[src/csr_pkg.sv]
package csr_pkg;

    //////////////////////////////////////////////////
    // widths and constants
    //////////////////////////////////////////////////

    localparam int XLEN         = 64;
    localparam int CSR_IDX_W    = 12;
    localparam int OPCODE_W     = 7;
    localparam int TRAP_CAUSE_W = 6;

    // rv64 (mxl = 2) with the i and m extensions
    localparam logic [XLEN-1:0] MISA_VALUE      = 64'h8000_0000_0000_1100;
    localparam logic [XLEN-1:0] MHARTID_VALUE   = '0;
    localparam logic [XLEN-1:0] MVENDORID_VALUE = '0;
    localparam logic [XLEN-1:0] MARCHID_VALUE   = '0;
    localparam logic [XLEN-1:0] MIMPID_VALUE    = '0;

    // mstatus fields
    localparam int         MSTATUS_MIE_BIT  = 3;
    localparam int         MSTATUS_MPIE_BIT = 7;
    localparam int         MSTATUS_MPP_LSB  = 11;
    localparam logic [1:0] MSTATUS_MPP_M    = 2'b11;

    // writable bits of the masked registers
    localparam logic [XLEN-1:0] MTVEC_WMASK         = ~64'h2;
    localparam logic [XLEN-1:0] MEPC_WMASK          = ~64'h3;
    localparam logic [XLEN-1:0] MCOUNTINHIBIT_WMASK = 64'h5;
    localparam int              INHIBIT_CY_BIT      = 0;
    localparam int              INHIBIT_IR_BIT      = 2;

    //////////////////////////////////////////////////
    // enums
    //////////////////////////////////////////////////

    typedef enum logic [CSR_IDX_W-1:0] {
        CSR_MSTATUS       = 12'h300,
        CSR_MISA          = 12'h301,
        CSR_MTVEC         = 12'h305,
        CSR_MCOUNTINHIBIT = 12'h320,
        CSR_MSCRATCH      = 12'h340,
        CSR_MEPC          = 12'h341,
        CSR_MCAUSE        = 12'h342,
        CSR_MTVAL         = 12'h343,
        CSR_MCYCLE        = 12'hB00,
        CSR_MINSTRET      = 12'hB02,
        CSR_MVENDORID     = 12'hF11,
        CSR_MARCHID       = 12'hF12,
        CSR_MIMPID        = 12'hF13,
        CSR_MHARTID       = 12'hF14
    } csr_index_e;

    // major opcodes that matter for the flush decision
    typedef enum logic [OPCODE_W-1:0] {
        OPC_MISCMEM = 7'b0001111,
        OPC_SYSTEM  = 7'b1110011,
        OPC_OTHER   = 7'b0110011
    } commit_opcode_e;

    //////////////////////////////////////////////////
    // structs
    //////////////////////////////////////////////////

    typedef struct packed {
        logic            valid;
        logic            csren;
        csr_index_e      index;
        logic [XLEN-1:0] data;
        logic            mret;
    } csr_write_t;

    typedef struct packed {
        logic                    valid;
        commit_opcode_e          opcode;
        logic [XLEN-1:0]         pc;
        logic                    trap;
        logic                    trap_async;
        logic [TRAP_CAUSE_W-1:0] trap_cause;
        logic [XLEN-1:0]         trap_value;
    } instr_commit_t;

    // only the interrupt enable pair is kept in mstatus
    typedef struct packed {
        logic mpie;
        logic mie;
    } mstatus_t;

    typedef struct packed {
        mstatus_t        mstatus;
        logic [XLEN-1:0] mtvec;
        logic [XLEN-1:0] mscratch;
        logic [XLEN-1:0] mepc;
        logic [XLEN-1:0] mcause;
        logic [XLEN-1:0] mtval;
    } trap_csrs_t;

    typedef struct packed {
        logic [XLEN-1:0] mcycle;
        logic [XLEN-1:0] minstret;
        logic [XLEN-1:0] mcountinhibit;
    } counter_csrs_t;

    typedef struct packed {
        logic            req;
        logic [XLEN-1:0] newpc;
    } flush_t;

endpackage

[src/csr_trap_unit.sv]
module csr_trap_unit (
    input  logic                   clk_i,
    input  logic                   arst_n_i,
    input  csr_pkg::csr_write_t    csr_commit_i,
    input  csr_pkg::instr_commit_t instr_commit_i,
    output csr_pkg::trap_csrs_t    trap_csrs_o,
    output csr_pkg::flush_t        flush_o
);
    import csr_pkg::*;

    //////////////////////////////////////////////////
    // trap registers
    //////////////////////////////////////////////////

    logic            mie_q;
    logic            mpie_q;
    logic [XLEN-1:0] mtvec_q;
    logic [XLEN-1:0] mscratch_q;
    logic [XLEN-1:0] mepc_q;
    logic [XLEN-1:0] mcause_q;
    logic [XLEN-1:0] mtval_q;

    logic            csr_wr;
    logic            trap_take;
    logic            mret_take;
    logic            fence_take;
    logic [XLEN-1:0] trap_base;
    logic [XLEN-1:0] trap_target;

    assign csr_wr    = csr_commit_i.valid && csr_commit_i.csren;
    assign trap_take = instr_commit_i.valid && instr_commit_i.trap;
    assign mret_take = csr_commit_i.valid && csr_commit_i.mret;

    // fence and system instructions refetch from the next pc
    assign fence_take = instr_commit_i.valid &&
                        ((instr_commit_i.opcode == OPC_MISCMEM) ||
                         (instr_commit_i.opcode == OPC_SYSTEM));

    always_ff @(posedge clk_i or negedge arst_n_i) begin
        if (!arst_n_i) begin
            mie_q      <= 1'b0;
            mpie_q     <= 1'b0;
            mtvec_q    <= '0;
            mscratch_q <= '0;
            mepc_q     <= '0;
            mcause_q   <= '0;
            mtval_q    <= '0;
        end else if (trap_take) begin
            // trap entry, any csr write of the faulting commit is dropped
            mepc_q   <= instr_commit_i.pc;
            mcause_q <= {instr_commit_i.trap_async,
                         {(XLEN-TRAP_CAUSE_W-1){1'b0}},
                         instr_commit_i.trap_cause};
            mtval_q  <= instr_commit_i.trap_value;
            mpie_q   <= mie_q;
            mie_q    <= 1'b0;
        end else begin
            if (csr_wr) begin
                case (csr_commit_i.index)
                    CSR_MSTATUS: begin
                        mie_q  <= csr_commit_i.data[MSTATUS_MIE_BIT];
                        mpie_q <= csr_commit_i.data[MSTATUS_MPIE_BIT];
                    end
                    CSR_MTVEC: begin
                        mtvec_q <= csr_commit_i.data & MTVEC_WMASK;
                    end
                    CSR_MSCRATCH: begin
                        mscratch_q <= csr_commit_i.data;
                    end
                    CSR_MEPC: begin
                        mepc_q <= csr_commit_i.data & MEPC_WMASK;
                    end
                    CSR_MCAUSE: begin
                        mcause_q <= csr_commit_i.data;
                    end
                    CSR_MTVAL: begin
                        mtval_q <= csr_commit_i.data;
                    end
                    default: begin
                    end
                endcase
            end
            // mret restores the enable pair
            if (mret_take) begin
                mie_q  <= mpie_q;
                mpie_q <= 1'b1;
            end
        end
    end

    always_comb begin
        trap_csrs_o.mstatus.mie  = mie_q;
        trap_csrs_o.mstatus.mpie = mpie_q;
        trap_csrs_o.mtvec        = mtvec_q;
        trap_csrs_o.mscratch     = mscratch_q;
        trap_csrs_o.mepc         = mepc_q;
        trap_csrs_o.mcause       = mcause_q;
        trap_csrs_o.mtval        = mtval_q;
    end

    //////////////////////////////////////////////////
    // flush decision
    //////////////////////////////////////////////////

    assign trap_base = {mtvec_q[XLEN-1:2], 2'b00};

    // vectored mode only offsets interrupts
    always_comb begin
        if (mtvec_q[0] && instr_commit_i.trap_async) begin
            trap_target = trap_base +
                          {{(XLEN-TRAP_CAUSE_W-2){1'b0}}, instr_commit_i.trap_cause, 2'b00};
        end else begin
            trap_target = trap_base;
        end
    end

    always_comb begin
        flush_o.req = trap_take || mret_take || fence_take;
        if (trap_take) begin
            flush_o.newpc = trap_target;
        end else if (mret_take) begin
            flush_o.newpc = mepc_q;
        end else begin
            flush_o.newpc = instr_commit_i.pc + XLEN'(4);
        end
    end

    // the commit stage never retires a trap together with an mret
    assert property (@(posedge clk_i) disable iff (!arst_n_i)
        !(trap_take && mret_take))
    else $error("trap and mret committed in the same cycle");

endmodule

[src/csr_counters.sv]
module csr_counters (
    input  logic                   clk_i,
    input  logic                   arst_n_i,
    input  csr_pkg::csr_write_t    csr_commit_i,
    input  csr_pkg::instr_commit_t instr_commit_i,
    output csr_pkg::counter_csrs_t counter_csrs_o
);
    import csr_pkg::*;

    logic [XLEN-1:0] mcycle_q;
    logic [XLEN-1:0] minstret_q;
    logic [XLEN-1:0] mcountinhibit_q;

    logic csr_wr;
    logic mcycle_wr;
    logic minstret_wr;
    logic inhibit_wr;
    logic minstret_inc;

    assign csr_wr      = csr_commit_i.valid && csr_commit_i.csren;
    assign mcycle_wr   = csr_wr && (csr_commit_i.index == CSR_MCYCLE);
    assign minstret_wr = csr_wr && (csr_commit_i.index == CSR_MINSTRET);
    assign inhibit_wr  = csr_wr && (csr_commit_i.index == CSR_MCOUNTINHIBIT);

    // trapped instructions do not retire
    assign minstret_inc = instr_commit_i.valid && !instr_commit_i.trap &&
                          !mcountinhibit_q[INHIBIT_IR_BIT];

    //////////////////////////////////////////////////
    // counter registers, a write beats the increment
    //////////////////////////////////////////////////

    always_ff @(posedge clk_i or negedge arst_n_i) begin
        if (!arst_n_i) begin
            mcycle_q        <= '0;
            minstret_q      <= '0;
            mcountinhibit_q <= '0;
        end else begin
            if (mcycle_wr) begin
                mcycle_q <= csr_commit_i.data;
            end else if (!mcountinhibit_q[INHIBIT_CY_BIT]) begin
                mcycle_q <= mcycle_q + XLEN'(1);
            end

            if (minstret_wr) begin
                minstret_q <= csr_commit_i.data;
            end else if (minstret_inc) begin
                minstret_q <= minstret_q + XLEN'(1);
            end

            if (inhibit_wr) begin
                mcountinhibit_q <= csr_commit_i.data & MCOUNTINHIBIT_WMASK;
            end
        end
    end

    assign counter_csrs_o.mcycle        = mcycle_q;
    assign counter_csrs_o.minstret      = minstret_q;
    assign counter_csrs_o.mcountinhibit = mcountinhibit_q;

    // mcycle only moves backwards on a write or a wrap
    assert property (@(posedge clk_i) disable iff (!arst_n_i)
        !$past(mcycle_wr) |-> (mcycle_q >= $past(mcycle_q)) || $past(&mcycle_q))
    else $error("mcycle decreased without a write");

endmodule

[src/csr_read_mux.sv]
module csr_read_mux (
    input  csr_pkg::csr_index_e     read_index_i,
    input  csr_pkg::trap_csrs_t     trap_csrs_i,
    input  csr_pkg::counter_csrs_t  counter_csrs_i,
    output logic [csr_pkg::XLEN-1:0] read_data_o,
    output logic                    read_illegal_o
);
    import csr_pkg::*;

    logic [XLEN-1:0] mstatus_view;

    // machine mode only, so mpp is tied to m
    always_comb begin
        mstatus_view                                      = '0;
        mstatus_view[MSTATUS_MIE_BIT]                     = trap_csrs_i.mstatus.mie;
        mstatus_view[MSTATUS_MPIE_BIT]                    = trap_csrs_i.mstatus.mpie;
        mstatus_view[MSTATUS_MPP_LSB+1:MSTATUS_MPP_LSB]   = MSTATUS_MPP_M;
    end

    //////////////////////////////////////////////////
    // read select
    //////////////////////////////////////////////////

    always_comb begin
        read_illegal_o = 1'b0;
        case (read_index_i)
            CSR_MSTATUS:       read_data_o = mstatus_view;
            CSR_MISA:          read_data_o = MISA_VALUE;
            CSR_MTVEC:         read_data_o = trap_csrs_i.mtvec;
            CSR_MSCRATCH:      read_data_o = trap_csrs_i.mscratch;
            CSR_MEPC:          read_data_o = trap_csrs_i.mepc;
            CSR_MCAUSE:        read_data_o = trap_csrs_i.mcause;
            CSR_MTVAL:         read_data_o = trap_csrs_i.mtval;
            CSR_MCOUNTINHIBIT: read_data_o = counter_csrs_i.mcountinhibit;
            CSR_MCYCLE:        read_data_o = counter_csrs_i.mcycle;
            CSR_MINSTRET:      read_data_o = counter_csrs_i.minstret;
            CSR_MHARTID:       read_data_o = MHARTID_VALUE;
            CSR_MVENDORID:     read_data_o = MVENDORID_VALUE;
            CSR_MARCHID:       read_data_o = MARCHID_VALUE;
            CSR_MIMPID:        read_data_o = MIMPID_VALUE;
            default: begin
                read_data_o    = '0;
                read_illegal_o = 1'b1;
            end
        endcase
    end

    // pipeline always presents a defined index
    always_comb begin
        assert (!$isunknown(read_index_i))
        else $error("csr read index is unknown");
    end

endmodule

[src/csr_top.sv]
module csr_top (
    input  logic                     clk_i,
    input  logic                     arst_n_i,
    input  csr_pkg::csr_write_t      csr_commit_i,
    input  csr_pkg::instr_commit_t   instr_commit_i,
    input  csr_pkg::csr_index_e      read_index_i,
    output logic [csr_pkg::XLEN-1:0] read_data_o,
    output logic                     read_illegal_o,
    output csr_pkg::flush_t          flush_o
);
    import csr_pkg::*;

    trap_csrs_t    trap_csrs;
    counter_csrs_t counter_csrs;

    //////////////////////////////////////////////////
    // register blocks
    //////////////////////////////////////////////////

    csr_trap_unit u_trap_unit (
        .clk_i          (clk_i),
        .arst_n_i       (arst_n_i),
        .csr_commit_i   (csr_commit_i),
        .instr_commit_i (instr_commit_i),
        .trap_csrs_o    (trap_csrs),
        .flush_o        (flush_o)
    );

    csr_counters u_counters (
        .clk_i          (clk_i),
        .arst_n_i       (arst_n_i),
        .csr_commit_i   (csr_commit_i),
        .instr_commit_i (instr_commit_i),
        .counter_csrs_o (counter_csrs)
    );

    // combinational read port
    csr_read_mux u_read_mux (
        .read_index_i   (read_index_i),
        .trap_csrs_i    (trap_csrs),
        .counter_csrs_i (counter_csrs),
        .read_data_o    (read_data_o),
        .read_illegal_o (read_illegal_o)
    );

endmodule

[config.mk]
export PLATFORM = sky130hd
export DESIGN_NAME = csr_top
export DESIGN_NICKNAME = d
export VERILOG_FILES = /design/src/csr_pkg.sv /design/src/csr_trap_unit.sv /design/src/csr_counters.sv /design/src/csr_read_mux.sv /design/src/csr_top.sv
export SDC_FILE = /design/constraint.sdc
export NUM_CORES = 1
export LEC_CHECK = 0
export BUFFER_PORTS_ARGS = -buffer_cell sky130_fd_sc_hd__buf_4
export CORE_MARGIN = 1
export CORE_UTILIZATION = 50
export CTS_CLUSTER_DIAMETER = 80
export DETAILED_ROUTE_END_ITERATION = 6
export HOLD_SLACK_MARGIN = 0.02
export PLACE_DENSITY = 0.71
export SKIP_LAST_GASP = 1
export SYNTH_ARGS = -nofsm -noshare
export SYNTH_HDL_FRONTEND = slang
export SYNTH_SLANG_ARGS = --single-unit
[constraint.sdc]
create_clock -name clk_i -period 4.37 [get_ports clk_i]
set_clock_uncertainty 0.1 [all_clocks]
set_input_delay 0.874 -clock clk_i [delete_from_list [all_inputs] [get_ports clk_i]]
set_output_delay 0.874 -clock clk_i [all_outputs]
set_load 0.005 [all_outputs]
==> results.yml <==
power:
  leakage_nw: 14.0
  p_comb_frac: 0.117
  power.density_nw_per_um2: 313
  power_switching_w: 0.00278
  clkPwrFrac: 0.438
  seqPwrFrac: 0.445
  internal_power_w: 0.00764
  p_sw_frac: 0.266
  irDropWorstVdd_v: 0.000286
logic_synthesis:
  ys_seq_elements: 451
  synth-compound-area-share: 0.155
  synth_area_per_cell_sq_um: 8.89
  yosys.area_share.adder: 0.00489
  synth_flop_cell: "dfrtp_1"
  ys_warn_count: 0
  synth_mux_area_frac: 0.115
  synth.yosys.seq_area_share: 0.417
  synth_top_family_by_area: "simple AND/OR/NAND/NOR gates"
  synth.distinct_cells: 76
  syn-instance-count: 3047
  synth-async-reset-ratio: 1.00
  syn_area_sq_um: 27100
  syn_nets: 3294
  synthXorXnorAreaFrac: 0.0721
  synthSimpleGateAreaFrac: 0.200
  synth_edf_count: 0
place:
  dp_hpwl_mm: 77.0
  io_buffers: 366
  dp_slack_ns: -0.289
  gp_congestion: 1.02
route:
  vias_per_cell: 6.60
  vias: 27300
  firstDrtPassIters: 7
  drt_drc_violations_left: 0
  antenna_left: 0
  wl_per_cell_um: 26.4
  drt_first_iter_violations: 3224
  wl_mm: 109
clock_tree:
  cts-root-buf: "clkbuf_16"
  cts_made_buffers: 51
  h-tree-depth: 2
  clk_pin_slew_ns: 0.05
  cts_tree: "built"
  clock_latency_ns: 0.61
  cts.sinks: 451
  cts_buffer_depth: 3
worst_setup_path:
  r2r-start: "u_counters.mcountinhibit_q[0]"
  reg2reg_depth: 6
  endpoint_kind: "output pin"
  worst_ep_arrival_time_ns: 3.39
  worstPathMaxFanout: 6
  r2r_end: "u_counters.mcycle_q[63]"
  rrSetupSlack_ns: 1.26
  critical_path_class: "input port to output pin"
  cp_data_required_time_ns: 3.40
  cp-start-kind: "input port"
timing:
  tns_ns: 0
  fmax_mhz: 229
  rsz0062_at_grt: "true"
  setup_viol: 0
  period_minus_slack_ns: 4.36
  finalCritPeriodShare: 0.999
  hold_viol: 0
  worst_pin_slew_ns: 1.04
  setup_ws_ns: 0.00575
  slew_headroom: 0.304
  maxSlewViolCount: 0
job:
  drv_cap: 0
finish:
  area_growth_pct: 23.0
  fin_util: 0.628
  nets: 3653
  multiInputGateArea_sq_um: 15100
  layout-drive-gt1-share: 0.231
  fill_cells: 4491
  seqCellArea_sq_um: 11300
floorplan:
  initial_core_util: 0.510
  ios: 367
  die_y_um: 235
  fp.dieArea_sq_um: 55100
  design.core.area_sq_um: 53100
  fp-row-count: 84
  die_w_um: 235
global_routing:
  grt_antenna_before_repair: 5
  grt_pass1_wl_mm: 165
  track_usage: 0.389
  grt_max_degree: 163
  grt_pass1_vias: 26700
  grt_remaining_overflow: 0
worst_hold_path:
  hold_path_class: "input port to async pin"
run_status:
  status: "finished clean"
[repair_timing]
item                       in CTS  in global routing
hold buffers                    0                  0
resized for setup               9                 16
setup endpoints to repair      25                 29
pin swaps                       2                  6
buffers inserted                3                  4
gates cloned                    0                  1
[cell type report]
| type | count | area share |
|---|---|---|
| multi-input combinational | 2345 | 0.452 |
| sequential | 451 | 0.339 |
| timing repair buffer | 514 | 0.126 |
| clock buffer | 75 | 0.0465 |
| tap | 688 | 0.0258 |
| clock inverter | 15 | 0.00616 |
| inverter | 43 | 0.00484 |
| antenna | 3 | 0.000225 |
[power by group through the flow]
stage | Combinational (W) | Sequential, W | Clock, W
finish | 0.00122 | 0.00464 | 0.00456
global route | 0.00132 | 0.00465 | 0.00472
detailed placement | 0.00120 | 0.00470 | 0
floorplan | 0.000499 | 0.00461 | 0
CTS | 0.00121 | 0.00463 | 0.00457
global placement | 0.00117 | 0.00469 | 0
[worst max path at each step]
stage / from / endpoint / slack [ns] / cells after the start
3_5_place_dp: instr_commit_i[87] / flush_o[57] / -0.29 / 10
3_3_place_gp: instr_commit_i[87] / flush_o[57] / -0.31 / 10
5_1_grt: instr_commit_i[77] / flush_o[57] / -0.05 / 10
6_report: instr_commit_i[74] / flush_o[58] / 0.006 / 10
4_1_cts: u_trap_unit.mtvec_q[2] / flush_o[28] / -0.07 / 12
2_1_floorplan: instr_commit_i[64] / flush_o[42] / 0.16 / 9
[logic make-up (layout without fill, tap and decap cells)]
logic type | after synthesis | count (layout)
buffers and inverters | 252 | 647
adder cells (fa/ha/maj) | 10 | 10
other | 0 | 3
AO/OA/AOI/OAI | 677 | 677
multiplexers | 295 | 295
AND/OR/NAND/NOR | 1139 | 1140
XOR/XNOR | 223 | 223
flip-flops | 451 | 451
[stage by stage]
step	total power (W)	area, sq um	hold slack (ns)	instances
5_1_grt	0.0107	33300	0.261	4133
4_1_cts	0.0104	33200	0.234	4126
6_report	0.0104	33300	0.201	4134
3_3_place_gp	0.00586	31400	0.381	4033
2_1_floorplan	0.00511	27100	0.367	3047
3_5_place_dp	0.00590	31400	0.392	4033
[cells in the final DEF (no fill, tap or decap), drive strengths merged, types with 5 or more instances in the layout]
cell      n
buf     514
nand2   496
dfrtp   451
o21ai   245
nor2    179
mux2i   158
a21oi   151
mux2    137
xnor2   135
a22oi   130
nand3   112
nand4   104
xor2     88
clkbuf   75
nor3     64
nor4     44
inv      43
and3     31
a221oi   25
and4     22
a222oi   21
o22ai    17
or3      17
a211oi   16
and2     14
a31oi    13
ha        9
or2       9
or4       9
o211ai    8
clkinv    8
nor3b     8
a211o     7
a21o      7
nand3b    5
bufinv    5
[cells in the mapped netlist (all sizes together) (3+ instances only)]
library cell	number	area, sq um
or3	17	106
o21ai	245	1230
and3	31	195
a21o	7	52.6
nand4b	3	26.3
nand3b	5	37.5
buf	35	161
a21oi	151	756
nor2b	4	25.0
nor4b	4	41.3
nor3	64	330
a31oi	13	81.3
nand4	104	657
o211ai	8	60.1
o22ai	17	106
a222oi	21	210
mux2i	158	1580
nor2	179	672
or4	9	71.3
nor4bb	3	30.0
and4	22	195
a21boi	3	22.5
o31ai	4	30.0
ha	9	113
nand3	112	576
clkbuf	174	654
a221oi	25	219
and2	14	87.6
nor4	44	300
inv	43	161
a211oi	16	120
nand2b	3	18.8
xnor2	135	1180
a22oi	130	976
mux2	137	1540
nor3b	8	60.1
dfrtp	451	11300
a211o	7	61.3
o21a	4	30.0
a311o	4	40.0
nand2	496	1860
or2	8	50.1
xor2	88	771
[worst max-delay path, cell delays in order]
cell and delay [ns]:
buf_4 0.13, ha_1 0.29, nand2_1 0.13, nor3_2 0.27, buf_4 0.30, nand4_4 0.23
o41ai_1 0.43, a311o_1 0.29, o21ai_0 0.21, buf_4 0.22
[registers in the layout, summed over array words and instances (netlist names)]
register                    count
u_counters.mcycle_q            64
u_counters.minstret_q          64
u_trap_unit.mcause_q           64
u_trap_unit.mepc_q             64
u_trap_unit.mscratch_q         64
u_trap_unit.mtval_q            64
u_trap_unit.mtvec_q            63
u_counters.mcountinhibit_q      2
u_trap_unit.mie_q               1
u_trap_unit.mpie_q              1
[layer usage]
layer / track usage / up-vias / routed length (um) / share of wire
met2: 0.600 / 1989 / 48400 / 0.44
met1: 0.517 / 13200 / 42000 / 0.39
met3: 0.0885 / 377 / 13100 / 0.12
met4: 0.187 / 4 / 5620 / 0.052
li1: - / 11700 / - / -
met5: 0 / - / 27 / 0.00025
No activity file was read; power rests on OpenSTA's default activity.
